**src/mips_core_pkg.sv**
```systemverilog
`default_nettype none

package mips_core_pkg;

  // operations the alu knows
  typedef enum logic [2:0] {
    alu_add,
    alu_sub,
    alu_and,
    alu_or,
    alu_slt,
    alu_lui
  } alu_op_e;

  // fetch sequencing
  typedef enum logic [1:0] {
    fs_idle,
    fs_run,
    fs_wait_sys,
    fs_halt
  } fetch_state_e;

  // syscall service numbers, taken from v0
  typedef enum logic [31:0] {
    sys_print_int = 32'd1,
    sys_exit      = 32'd10
  } sys_code_e;

endpackage

`default_nettype wire

```
**src/mips_isa_pkg.sv**
```systemverilog
`default_nettype none

package mips_isa_pkg;

  // basic word types
  typedef logic [31:0] word_t;
  typedef logic [4:0]  reg_idx_t;
  typedef logic [31:0] pc_t;

  // primary opcodes, instr[31:26]
  localparam logic [5:0] op_rtype = 6'h00;
  localparam logic [5:0] op_j     = 6'h02;
  localparam logic [5:0] op_jal   = 6'h03;
  localparam logic [5:0] op_addiu = 6'h09;
  localparam logic [5:0] op_ori   = 6'h0d;
  localparam logic [5:0] op_lui   = 6'h0f;

  // r-type function codes, instr[5:0]
  localparam logic [5:0] fn_jr      = 6'h08;
  localparam logic [5:0] fn_syscall = 6'h0c;
  localparam logic [5:0] fn_addu    = 6'h21;
  localparam logic [5:0] fn_subu    = 6'h23;
  localparam logic [5:0] fn_and     = 6'h24;
  localparam logic [5:0] fn_or      = 6'h25;
  localparam logic [5:0] fn_slt     = 6'h2a;

  // registers with a fixed role
  localparam reg_idx_t reg_zero = 5'd0;
  localparam reg_idx_t reg_v0   = 5'd2;
  localparam reg_idx_t reg_a0   = 5'd4;
  localparam reg_idx_t reg_ra   = 5'd31;

endpackage

`default_nettype wire

```
**src/alu.sv**
```systemverilog
`timescale 1ns/1ps
`default_nettype none

module alu
  import mips_isa_pkg::*;
  import mips_core_pkg::*;
(
  input  alu_op_e alu_op,
  input  word_t   a,
  input  word_t   b,
  output word_t   result
);

  always_comb begin
    case (alu_op)
      // add and sub wrap, no overflow trap
      alu_add: result = a + b;
      alu_sub: result = a - b;
      alu_and: result = a & b;
      alu_or:  result = a | b;
      // signed compare
      alu_slt: result = ($signed(a) < $signed(b)) ? 32'd1 : 32'd0;
      // immediate into upper half
      alu_lui: result = {b[15:0], 16'h0000};
      default: result = '0;
    endcase
  end

endmodule

`default_nettype wire

```
**config.mk**
```make
export PLATFORM = sky130hd
export DESIGN_NAME = alu
export DESIGN_NICKNAME = d
export VERILOG_FILES = /design/src/mips_core_pkg.sv /design/src/mips_isa_pkg.sv /design/src/alu.sv
export SDC_FILE = /design/constraint.sdc
export NUM_CORES = 1
export LEC_CHECK = 0
export ABC_CLOCK_PERIOD_IN_PS = 2800
export BUFFER_PORTS_ARGS = -buffer_cell sky130_fd_sc_hd__buf_2
export CAP_MARGIN = 20
export CORE_ASPECT_RATIO = 1.5
export CORE_MARGIN = 1
export CORE_UTILIZATION = 30
export DETAILED_ROUTE_END_ITERATION = 8
export PLACE_DENSITY_LB_ADDON = 0.05
export SLEW_MARGIN = 40
export SYNTH_ARGS = -nofsm -noshare
export SYNTH_HDL_FRONTEND = slang
export SYNTH_SLANG_ARGS = --single-unit
```
**constraint.sdc**
```tcl
create_clock -name vclk -period 2.8
set_clock_uncertainty 0.05 [all_clocks]
set_input_delay 0.28 -clock vclk [all_inputs]
set_output_delay 0.28 -clock vclk [all_outputs]
set_load 0.005 [all_outputs]
```
After elaboration in Yosys (flattened, before gate mapping) --
Index checks and enable logic that the tools add are counted.
Storage, ports and cells: input bits 67, flip-flop bits (word level) 0, output and inout port bits 32, word-level logic and storage cells 13
Cells by class: reduce and logical (&&, ||, !) cells 1, bitwise operators 2, muxes and demuxes 2, add/subtract/negate cells 2, equality and inequality tests 5, $lt $le $gt $ge 1
Operators by type and width (count):
- 32-bit case mux with 6 select lines | 1
- 32-bit adder | 1
- 32-bit bitwise AND | 1
- 32-bit less-than comparator | 1
- 32-bit OR | 1
- 32-bit subtractor | 1
- 3-bit by 2-bit equality test with 1-bit output (second input constant) | 2
- 3-bit equality test (second input constant) | 2
- 3-bit by 1-bit equality test with 1-bit output (second input constant) | 1
- 3-bit zero test | 1
- 1-bit two-way mux | 1

Depth between registers and ports, before layout --
Gate-level depths: netlist (run 1).
depth in word-level cells 3, gate-level depth with buffers 12, gate-level depth less buffers 12

Least setup slack after synthesis (run 1) --
Ideal clock, no wire load.
path type in2out, from in a[1], to out result[27], arrival 2.636 ns, stages on the path 11, path slack -0.166 ns, buffers on the path 0, required time 2.470 ns, path through inv_1 > ha_1 > nor2_1 > o311a_1 > o311ai_1 > a21o_1 > o31ai_4 > a31oi_1 > o31a_1 > a221o_1 > a221o_1
On the way: word-level cells in the longest chain between the ends 2, elaborated cells between the ends (all ways) 3, classes of those cells add/sub (2); mux (1)
Ends and longest elaborated chain:
- start, declared | RTL line alu.sv:9 | input word_t a,
- 32-bit subtractor or 32-bit adder (tied branches) | RTL line alu.sv:18, alu.sv:17
- 32-bit case mux with 6 select lines * | RTL line alu.sv:15 | case (alu_op)
- end, declared | RTL line alu.sv:11 | output word_t result
Every way passes the cells marked *; elsewhere a longest branch is shown, timed or not.

Final worst setup path (run 1) --
from in b[6], to out result[27]
On the way: word-level cells in the longest chain between the ends 2, elaborated cells between the ends (all ways) 3, classes of those cells add/sub (2); mux (1)
Ends and longest elaborated chain:
- start, declared | RTL line alu.sv:10 | input word_t b,
- 32-bit subtractor or 32-bit adder (tied branches) | RTL line alu.sv:18, alu.sv:17
- 32-bit case mux with 6 select lines * | RTL line alu.sv:15
Marked as above.

==> flow_results.org, run 1 <==
** Critical path
- Crit path buf inv count :: 4
- The largest individual stage delay along the critical path comes from the cell sky130_fd_sc_hd__a221o_1.
- Grouping stages by cell kind, the critical path spends the most delay in compound AO/OA/AOI/OAI gates.
- Crit-path max FO :: 4
- At the worst endpoint, the arrival time is 2.86 ns.
- Endpoint type of the worst setup path :: primary output
- Startpoint type of the worst setup path :: input port
- Most repeated library cell on the critical path :: sky130_fd_sc_hd__a221o_1
- Data on the critical path is required at its endpoint by 2.47 ns.
- Path type of the worst setup path :: in2out
- The critical path goes through buf_8 -> inv_6 -> ha_4 -> buf_6 -> nor2_4 -> a211o_1 -> o311ai_4 -> a21o_4 -> o31ai_4 -> a31oi_4 -> o31a_1 -> a221o_1 -> a221o_1 -> buf_2.
- The largest single stage delay on the critical path is 0.32 ns.

** Cells and area
- The layout has 1,724 filler cells.
- In the final layout, flip-flops and latches occupy 0 µm².
- Non-Filler Cell Area, Final :: between 0.008 and 0.009 mm²
- Counting the clock-network buffers in the layout gives 0.
- Area used by multi-input combinational logic :: 0.00550 mm²
- Layout cells sized above 1 :: a little under half
- FF+latch count :: 0
- The area growth from synthesis to layout is 69.8%.
- For this run, the post-layout net count is between 1,000 and 1,500.
- 0 antenna diodes ended up in the layout.
- Post-route core utilization :: between 50% and 60%

** Yosys
- The cell area that synthesis handed to floorplanning was around 0.0051 mm².
- Yosys mapped the design onto 70 distinct sky130hd cell types.
- sky130_fd_sc_hd__ha_1 takes more of the synthesized area than any other cell.
- Of the synthesized area, sequential elements account for 0%.
- Counting every instance in the synthesized netlist gives 797.
- In this run the biggest area consumer among cell types represents a little under a quarter of the synthesized area.
- Dividing the synthesized area by the synthesized cell count gives 6.44 µm².
- sky130_fd_sc_hd__inv_1 is the most common cell in the netlist.
- Synth area leaders :: sky130_fd_sc_hd__ha_1 23%, sky130_fd_sc_hd__inv_1 7.5%, sky130_fd_sc_hd__a21oi_1 7.4%, sky130_fd_sc_hd__o21ai_0 5.9%, sky130_fd_sc_hd__nor2_1 5.0%
- Synthesized netlist net count :: 962
- Most numerous cell types in the synthesized netlist :: 102 x sky130_fd_sc_hd__inv_1, 96 x sky130_fd_sc_hd__ha_1, 76 x sky130_fd_sc_hd__a21oi_1
- Count of synthesis-stage warnings from yosys :: 0

** Floorplanning
- Initial core utilization :: a little under a third
- Die Area :: 0.0176 mm²
- Row generation in the floorplan step produced 58 rows.
- 99 I/O pins were placed.
- Die Ht :: roughly 160 µm
- Measured along the x axis, the die boundary spans around 110 µm.
- Core region area :: 0.0168 mm²

** Placed design
- Global placer's final weighted congestion :: between 0.8 and 0.9
- Half-perimeter wire length after detailed placement :: ~21,000 µm
- Placed Instance Area :: between 0.007 and 0.008 mm²
- Post-placement worst setup slack :: -0.682 ns
- Count of buffers inserted at the top-level ports :: 99

** Timing
- Slew margin rel. :: 58.5%
- Minimum period implied by the final worst setup slack :: 3.19 ns
- Final count of pins violating max slew :: 0
- Worst Setup Slack, final :: -0.387 ns
- Max Freq :: around 310 MHz
- At the pin with the least slew margin, the transition time is 0.619 ns.
- Setup violations remaining at the end of the flow were counted as 18.
- Number of hold violations in the final report :: 0
- After routing, the total negative slack on setup checks comes to -4.33 ns.
- RSZ-0062 raised after global routing :: true
- Across all hold checks on the routed design, the worst slack comes to 0.973 ns.
- The final critical path takes up 114% of the cycle.

** Drt
- Dividing the detail-routed via count by the number of cells gives 5.40.
- Iteration count of the initial detailed-routing pass :: 6
- Detailed Route Iter0 Violations :: 362
- Number of nets with antenna violations after routing :: 0
- Dividing the detail-routed wire length by the instance count gives 19.2 µm.
- For this run, design rule violations remaining after detail routing come to 0.
- Wires add up to between 20,000 and 30,000 µm.
- Vias :: 7,073

** Power and ir drop
- Worst-case vdd ir drop :: 0.0917 mV
- Cell Pwr Density :: 221 mW/mm²
- Summed over all cells, the static leakage comes to approximately 4.2 nW.

** Global routing
- Summed over all layers, the global routing overflow is 0.
- Largest net degree at the start of global routing :: 30
- Number of global-route vias before repair :: about 7,300
- Global routing consumed, over all layers together, ~28% of the routing resources.
- The number of antenna violations at the first check in global routing came to 0.
- Wire length of the first global-routing pass :: 38,200 µm

** Worst hold path
- Type of the worst min-delay path :: in2out

** Outcome
- Result of the run :: finished, violations left
- Failing checks :: setup timing

** Run
- Maximum capacitance violations :: 0

** CTS
- The number of hold buffers added after CTS was 0.
==> worst min-delay path, stage by stage <==
cell and delay [ns]:
sky130_fd_sc_hd__buf_4 0.11, sky130_fd_sc_hd__buf_4 0.10, sky130_fd_sc_hd__a21oi_1 0.04, sky130_fd_sc_hd__o21ai_1 0.08
sky130_fd_sc_hd__buf_2 0.13
==> where the power goes <==
part           internal, mW  total [mW]  switching [mW]
clock network             0           0               0
logic                 0.927        1.92           0.998
registers                 0           0               0
total                 0.927        1.92           0.998
==> path summary, 6_finish.rpt <==
check             start         end  slack (ns)  depth (start not counted)
hold / removal     b[5]  result[21]        0.97                          5
setup / recovery   b[6]  result[27]       -0.39                         14
==> timing repair <==
| item | in CTS | in global routing |
|---|---|---|
| endpoints found under the setup margin | 24 | 25 |
| endpoints found under the hold margin | 0 | 0 |
| pin swaps | 41 | 48 |
| gates resized for setup | 134 | 79 |
| setup buffers | 9 | 15 |
==> metrics by stage <==
step           power, mW  std cells
4_1_cts             1.78       1300
3_3_place_gp        1.58       1292
5_1_grt             2.07       1310
2_1_floorplan      0.794        797
3_5_place_dp        1.59       1292
6_report            1.92       1310
==> cells by family after synthesis <==
| logic type | after synthesis | share of synthesized area [%] |
|---|---|---|
| adder cells (fa/ha/maj) | 98 | 24.2 |
| AO/OA/AOI/OAI | 308 | 40.3 |
| multiplexers | 17 | 3.56 |
| buffers and inverters | 154 | 11.8 |
| XOR/XNOR | 2 | 0.341 |
| AND/OR/NAND/NOR | 218 | 19.9 |
==> routing by layer <==
layer | part of all wire (%) | track usage [%] | up-vias | wire [µm]
met5 | 0 | 0 | - | 0
met4 | 4.1 | 11.3 | 0 | 1030
met3 | 2.5 | 1.40 | 59 | 622
met2 | 56 | 57.4 | 168 | 14100
met1 | 37 | 28.3 | 3377 | 9330
li1 | - | - | 3469 | -
==> cell type report <==
cell class / count / share of cell area [%]
multi-input combinational: 643 / 63.1
tap: 210 / 3.02
timing repair buffer: 353 / 29.3
inverter: 104 / 4.62
==> cells in the final DEF (no fill, tap or decap), drive strengths merged, types with 4 or more instances in the layout <==
cell,Yosys,final
nand2,58,58
a22oi,5,5
a21oi,76,76
ha,96,96
nor3,16,16
o221ai,4,4
o21ai,62,62
a31oi,9,9
buf,10,353
nor2,70,70
inv,104,102
o31ai,8,8
and3,4,4
mux2i,16,16
or3,8,8
a211oi,13,13
and2,4,4
o21a,4,4
o31a,4,4
o221a,6,6
nor4,6,6
nand2b,12,12
nor2b,14,14
nand3,15,15
o21bai,15,15
a21o,19,19
o22ai,18,18
a221oi,15,15
o211ai,8,8
a221o,7,7
Power figures use the tool's default switching activity.
==> run 2: changes to the inputs <==
--- a/config.mk
+++ b/config.mk
@@ -12,8 +12,10 @@
 export CORE_MARGIN = 1
 export CORE_UTILIZATION = 30
 export DETAILED_ROUTE_END_ITERATION = 8
+export MAX_ROUTING_LAYER = met4
 export PLACE_DENSITY_LB_ADDON = 0.05
-export SLEW_MARGIN = 40
+export SLEW_MARGIN = 25
 export SYNTH_ARGS = -nofsm -noshare
 export SYNTH_HDL_FRONTEND = slang
 export SYNTH_SLANG_ARGS = --single-unit
+export TNS_END_PERCENT = 20
==> run 2 against run 1 <==
Against the previous run:
- the flow still finishes with violations (setup timing)
- flip-flop and latch count unchanged
- non-clock buffer count is 1 lower
- routed wire length fell by 2.3%
- via count is 1.1% higher
- global-route usage up 0.53 points
- critical endpoint unchanged
- highest routed layer unchanged
==> flow_results.org, run 2 (synthesis gave the netlist of run 1 again) <==
** Outcome
- Result of the run :: finished, violations left
- The final reports fail on setup timing.

** Power and ir drop
- Static leakage :: 4.15 nW
- For this design the total switching power over the nets is 0.944 mW.
- Of the total power, registers draw 0%.
- Net switching is 51.7% of the power.
- Internal power comes to ~0.88 mW.
- Fraction of power consumed by combinational cells :: 100.0%
- Summing internal, switching and leakage power gives 1.83 mW.
- Clock power share :: 0%
- For this design the ratio of total power to cell area is between 200 and 250 mW/mm².
- Worst-case vdd ir drop :: 0.0996 mV

** Timing
- Based on the critical path, the design can be clocked at up to between 300 and 400 MHz.
- Setup violations remaining at the end of the flow were counted as 20.
- Accumulated negative setup slack :: -5.59 ns
- At the pin with the least slew margin, the transition time is 0.896 ns.
- RSZ-0062 raised after global routing :: true
- Hold slack :: approximately 0.97 ns
- After layout, the minimum clock period comes to 3.23 ns.
- Across all setup checks in the final design, the least slack found is -0.429 ns.
- Final cycle utilization of the critical path :: 115%
- Number of hold violations in the final report :: 0
- Final count of pins violating max slew :: 0
- Headroom to the max-slew limit came out at 39.5%.

** Floorplanning
- Initial core utilization :: approximately 31%
- In this run the vertical extent of the chip is 162 µm.
- 99 I/O pins were placed.
- Core region area :: 0.0168 mm²
- The floorplan step defined a die boundary enclosing 0.0176 mm².
- Std cell rows :: a little under 60
- In this run the horizontal extent of the chip is around 110 µm.

** Worst hold path
- The worst hold path belongs to the class in2out.

** Cells and area
- Final standard cell count with taps included and fillers excluded :: between 1,000 and 1,500
- In the final layout, the multi-input gates occupy approximately 0.0052 mm².
- The clock buffers instantiated in the layout total 0.
- ANT cells :: 0
- In the final layout, flip-flops and latches occupy 0 µm².
- In the final design database the tool counted 1,266 nets.
- Counting the fill cells in the layout gives 1,740.
- Top library cells by usage in the layout, fill and taps aside :: 248 x sky130_fd_sc_hd__buf_4, 90 x sky130_fd_sc_hd__inv_1, 90 x sky130_fd_sc_hd__buf_2, 77 x sky130_fd_sc_hd__ha_1, 66 x sky130_fd_sc_hd__a21oi_1
- Sequential cells placed in the final layout were counted as 0.
- Commonest non-fill, non-tap cell in the layout :: sky130_fd_sc_hd__buf_4
- Relative area change from synthesis to final layout :: 63.8%
- Layout cells sized above 1 :: a little over two fifths

** Critical path
- Endpoint type of the worst setup path :: primary output
- Required time of the critical path :: 2.47 ns
- Crit-path max FO :: 4
- The worst setup path is launched from an input port.
- The worst setup path is of the in2out kind.
- Worst EP arrival :: 2.90 ns

** Drt
- Residual DRC :: 0
- Number of nets with antenna violations after routing :: 0
- Using the TritonRoute via totals, the vias-per-cell ratio works out to 5.46.
- Drt wl/cell :: 18.7 µm
- Summed over all layers, the routed wires come to 24,500 µm.
- Vias :: just over 7,000
- Detailed Route Iter0 Violations :: 310
- Before antenna repair, the detailed router went through 5 iterations.

** Global routing
- All-layer global routing usage :: 28.6%
- The number of antenna violations at the first check in global routing came to 0.
- Largest net degree at the start of global routing :: 28
- The via count of the first global-routing pass came to 7,527.
- The first global-routing pass estimated 38,100 µm of wire.
- Summed over all layers, the global routing overflow is 0.

** Placed design
- Count of buffers inserted at the top-level ports :: 99
- Global placer's final weighted congestion :: between 0.9 and 1
- Post-placement worst setup slack :: -0.838 ns
- Count of placed standard cells including taps :: between 1,000 and 1,500
- Half-perimeter wire length after detailed placement :: 20,400 µm

** Run
- Across the run, the number of max-cap violations was 0.
## run 2: critical path, cell delays in order
cell and delay (ns):
sky130_fd_sc_hd__buf_6 0.09, sky130_fd_sc_hd__inv_2 0.07, sky130_fd_sc_hd__ha_4 0.21, sky130_fd_sc_hd__buf_6 0.12
sky130_fd_sc_hd__nor2_4 0.09, sky130_fd_sc_hd__a211o_1 0.19, sky130_fd_sc_hd__o311ai_4 0.14, sky130_fd_sc_hd__a21o_1 0.25
sky130_fd_sc_hd__o31ai_4 0.29, sky130_fd_sc_hd__a31oi_4 0.15, sky130_fd_sc_hd__o31a_1 0.28, sky130_fd_sc_hd__a221o_1 0.32
sky130_fd_sc_hd__a221o_1 0.29, sky130_fd_sc_hd__buf_2 0.13
## run 2: path summary, 6_finish.rpt
check	slack (ns)	to	start	depth (start not counted)
max	-0.43	result[27]	b[6]	14
min	0.97	result[23]	b[7]	4
## run 2: layout make-up
cell class / count / area share (%)
Inverter: 104 / 4.82
Multi-Input combinational cell: 643 / 62.4
Tap cell: 210 / 3.12
Timing Repair Buffer: 352 / 29.7
## run 2: power by group through the flow
stage / combinational [mW] / sequential, mW / clock [mW]
after floorplan: 0.791 / 0 / 0
after global placement: 1.59 / 0 / 0
after detailed placement: 1.60 / 0 / 0
after CTS: 1.73 / 0 / 0
after global routing: 1.97 / 0 / 0
final: 1.83 / 0 / 0
## run 2: what timing repair did
item | 4_1_cts | 5_1_grt
pin swaps | 43 | 17
hold buffers | 0 | 0
setup endpoints to repair | 25 | 25
buffers inserted | 4 | 5
gates cloned | 0 | 0
resized for setup | 92 | 61
endpoints found under the hold margin | 0 | 0
## run 2: metrics by stage
stage / instance area [µm²] / utilization [%]
3_5_place_dp: 7610 / 45.4
5_1_grt: 8410 / 50.2
2_1_floorplan: 5210 / -
3_3_place_gp: 7610 / 45.4
4_1_cts: 8070 / 48.2
6_report: 8410 / 50.2
## run 2: metal layers
metal  global-route usage [%]  wire [µm]
met4                     13.7       1460
met1                     28.3       9060
met2                     55.8      13300
met3                    0.762        694
met5                        -          0
==> run 3: changes to the inputs <==
--- a/config.mk
+++ b/config.mk
@@ -5,6 +5,7 @@
 export SDC_FILE = /design/constraint.sdc
 export NUM_CORES = 1
 export LEC_CHECK = 0
+export ABC_AREA = 1
 export ABC_CLOCK_PERIOD_IN_PS = 2800
 export BUFFER_PORTS_ARGS = -buffer_cell sky130_fd_sc_hd__buf_2
 export CAP_MARGIN = 20
==> run 3 against run 2 <==
Against the previous run:
- the flow now finishes without violations
- largest power group unchanged
- critical endpoint is now result[0]
- largest cell class unchanged
- cell area fell by 11%
- worst setup slack better by 0.58 ns
- count of clock-buffer cells in the layout did not move
==> flow_results.org, run 3 <==
** Cells and area
- Commonest non-fill, non-tap cell in the layout :: sky130_fd_sc_hd__nand2_1
- Top library cells by usage in the layout, fill and taps aside :: 439 x sky130_fd_sc_hd__nand2_1, 288 x sky130_fd_sc_hd__inv_1, 124 x sky130_fd_sc_hd__nand3_1, 99 x sky130_fd_sc_hd__buf_2, 97 x sky130_fd_sc_hd__nor2_1
- ANT cells :: 0
- Summing all flip-flop and latch instances after layout gives 0 µm².
- Layout cells sized above 1 :: 13.8%
- The layout has 0 clock buffers.
- The finished cells cover 0.00751 mm².
- After the flow finishes, the layout carries non-filler instances totaling 1,677.
- For this run, the post-layout net count is approximately 1,600.
- FF+latch count :: 0
- Relative to the synthesized area, the layout overhead comes to 17.6%.

** Power and ir drop
- Cell Pwr Density :: 195 mW/mm²
- Clock power share :: 0%
- Worst-case vdd ir drop :: 0.0680 mV
- Internal Pwr Total :: between 0.4 and 0.5 mW
- Reg power frac :: 0%
- Net Sw Frac :: ~66%
- Fraction of power consumed by combinational cells :: 100.0%
- For this design the total switching power over the nets is 0.971 mW.
- The analysis attributes to cell leakage a power of 4.75 nW.

** Floorplanning
- Die Ht :: 181 µm
- Die Area :: around 0.022 mm²
- In this run the count of I/O pins placed on the die edge is 99.
- Initial core utilization :: 30.4%
- After floorplanning, the core was divided into 65 placement rows.
- Core region area :: 0.0210 mm²
- Horizontal extent of the die :: around 120 µm

** Timing
- Static timing analysis puts the maximum clock frequency at 377 MHz.
- Of the available clock period, the critical path in the final layout requires 94.8%.
- Headroom to the max-slew limit came out at 54.4%.
- Number of hold violations in the final report :: 0
- Worst Max-Slew Pin Slew :: 0.677 ns
- Setup-violating endpoint count in the final report :: 0
- Minimum period implied by the final worst setup slack :: 2.65 ns
- Hold slack :: about 0.87 ns
- The final count of pins violating max slew was 0.

** Run
- Maximum capacitance violations :: 0

** Drt
- Vias :: around 8,100
- The first TritonRoute pass finished after 5 iterations.
- For this run, design rule violations remaining after detail routing come to 0.
- Total wire length :: ~29,000 µm
- Detailed Route Iter0 Violations :: 435
- Drt wl/cell :: 17.5 µm
- In this run the remaining antenna-violating nets after routing total 0.
- Number of vias per cell after detailed routing :: 4.83

** Critical path
- STA classifies the critical path endpoint as a primary output.
- Data on the critical path arrives at its endpoint at 2.32 ns.
- Required time of the critical path :: around 2.5 ns
- The worst setup path is of the in2out kind.
- STA classifies the critical path startpoint as an input port.
- Crit-path max FO :: 4

** Yosys
- During synthesis, Yosys emitted a total of 0 warnings.
- By area the synthesized netlist is led by sky130_fd_sc_hd__nand2_1 26%, sky130_fd_sc_hd__ha_1 19%, sky130_fd_sc_hd__inv_1 17%, sky130_fd_sc_hd__nand3_1 9.9%, sky130_fd_sc_hd__nor2_1 5.8%.
- The average instance in the mapped netlist occupies just under 5 µm².
- Counting every net in the synthesized netlist gives 1,453.
- Most numerous cell types in the synthesized netlist :: 439 x sky130_fd_sc_hd__nand2_1, 289 x sky130_fd_sc_hd__inv_1, 126 x sky130_fd_sc_hd__nand3_1
- Summing every instance area after synthesis gives 0.00639 mm².
- Distinct cell type count after synthesis :: 38
- Post-synthesis sequential area ratio :: 0%
- In the synthesized netlist, the number of instances is 1,288.
- Of all cell types, the one taking the most synthesized area is sky130_fd_sc_hd__nand2_1.
- Count leader, synth :: sky130_fd_sc_hd__nand2_1
- Synth top area share :: 25.8%

** Global routing
- Entering global routing, the biggest net connects 18 pins.
- Wire length of the first global-routing pass :: 44,300 µm
- The via count of the first global-routing pass came to about 8,000.
- Global routing used 27.8% of the available tracks across all layers.
- Remaining Overflow, GRT :: 0
- Number of antenna violations at the first check in global routing :: 0

** Placed design
- Placed Instance Area :: 0.00746 mm²
- Count of buffers inserted at the top-level ports :: 99
- Detailed placement ended at an HPWL of 26,300 µm.
- Once placement completed, the tool counted placed cells totaling 1,677.
- Global placer's final weighted congestion :: around 1

** Worst hold path
- Hold depth :: 5
- Type of the worst min-delay path :: in2out

** CTS
- Post-CTS setup buffer count :: 0
- Total of hold buffers inserted after clock tree synthesis :: 0

** Outcome
- The run finished with clean final reports.
## run 3: changes by cell type after synthesis, moves of 19 or more
cell / before / now
sky130_fd_sc_hd__nand3_1: 15 / 126
sky130_fd_sc_hd__inv_1: 102 / 289
sky130_fd_sc_hd__clkbuf_1: 39 / 6
sky130_fd_sc_hd__a21o_1: 19 / 0
sky130_fd_sc_hd__o21ai_0: 60 / 23
sky130_fd_sc_hd__nand2_1: 58 / 439
sky130_fd_sc_hd__nor2_1: 69 / 99
## run 3: cell type report
| cell class | count | area [µm²] |
|---|---|---|
| Fill cell | 2544 | 13500 |
| Multi-Input combinational cell | 960 | 5150 |
| Inverter | 295 | 1110 |
| Timing Repair Buffer | 154 | 921 |
| Tap cell | 268 | 335 |
## run 3: critical path, stage by stage
cell and delay (ns):
sky130_fd_sc_hd__buf_2 0.09, sky130_fd_sc_hd__inv_1 0.05, sky130_fd_sc_hd__ha_1 0.22, sky130_fd_sc_hd__fa_1 0.39, sky130_fd_sc_hd__inv_1 0.13, sky130_fd_sc_hd__nand2_1 0.11
sky130_fd_sc_hd__nand3_4 0.11, sky130_fd_sc_hd__nand2_1 0.09, sky130_fd_sc_hd__nand2_2 0.10, sky130_fd_sc_hd__nand2_1 0.06, sky130_fd_sc_hd__nand2_1 0.11, sky130_fd_sc_hd__nand2_1 0.08
sky130_fd_sc_hd__nand2_1 0.07, sky130_fd_sc_hd__nand2_1 0.05, sky130_fd_sc_hd__nand2_1 0.14, sky130_fd_sc_hd__nand2_1 0.07, sky130_fd_sc_hd__nand2_1 0.06, sky130_fd_sc_hd__buf_2 0.10
## run 3: kinds of logic after synthesis
group	synth area share [%]
AO/OA/AOI/OAI	12.3
XOR/XNOR	0.274
adder cells (fa/ha/maj)	19.4
buffers and inverters	20.3
AND/OR/NAND/NOR	47.8
## run 3: final timing paths
| kind | endpoint | slack (ns) | start |
|---|---|---|---|
| setup / recovery | result[0] | 0.15 | a[0] |
| hold / removal | result[0] | 0.87 | alu_op[0] |
## run 3: power by group through the flow
| stage | registers [mW] | logic [mW] | clock network, mW |
|---|---|---|---|
| 2_1_floorplan | 0 | 0.886 | 0 |
| 3_3_place_gp | 0 | 1.45 | 0 |
| 3_5_place_dp | 0 | 1.45 | 0 |
| 4_1_cts | 0 | 1.46 | 0 |
| 5_1_grt | 0 | 1.64 | 0 |
| 6_report | 0 | 1.47 | 0 |
## run 3: per-stage QoR
stage / utilization, % / power, mW / TNS (ns) / worst slack [ns]
after floorplan: - / 0.886 / 0 / 0.751
after global placement: 35.6 / 1.45 / 0 / 0.0364
after detailed placement: 35.6 / 1.45 / 0 / 0.0216
after CTS: 35.6 / 1.46 / 0 / 0.0158
after global routing: 35.8 / 1.64 / -0.00460 / -0.00460
final: 35.8 / 1.47 / 0 / 0.146
## run 3: per-layer routing
layer,vias up,track usage [%],wire length [µm]
met1,3589,28.5,11200
li1,4226,-,-
met3,66,0.726,784
met4,0,14.1,1830
met2,213,52.8,15500
met5,-,-,0
## run 3: what timing repair did
item,in CTS,in global routing
resized for setup,0,16
hold endpoints to repair,0,0
setup endpoints to repair,0,14
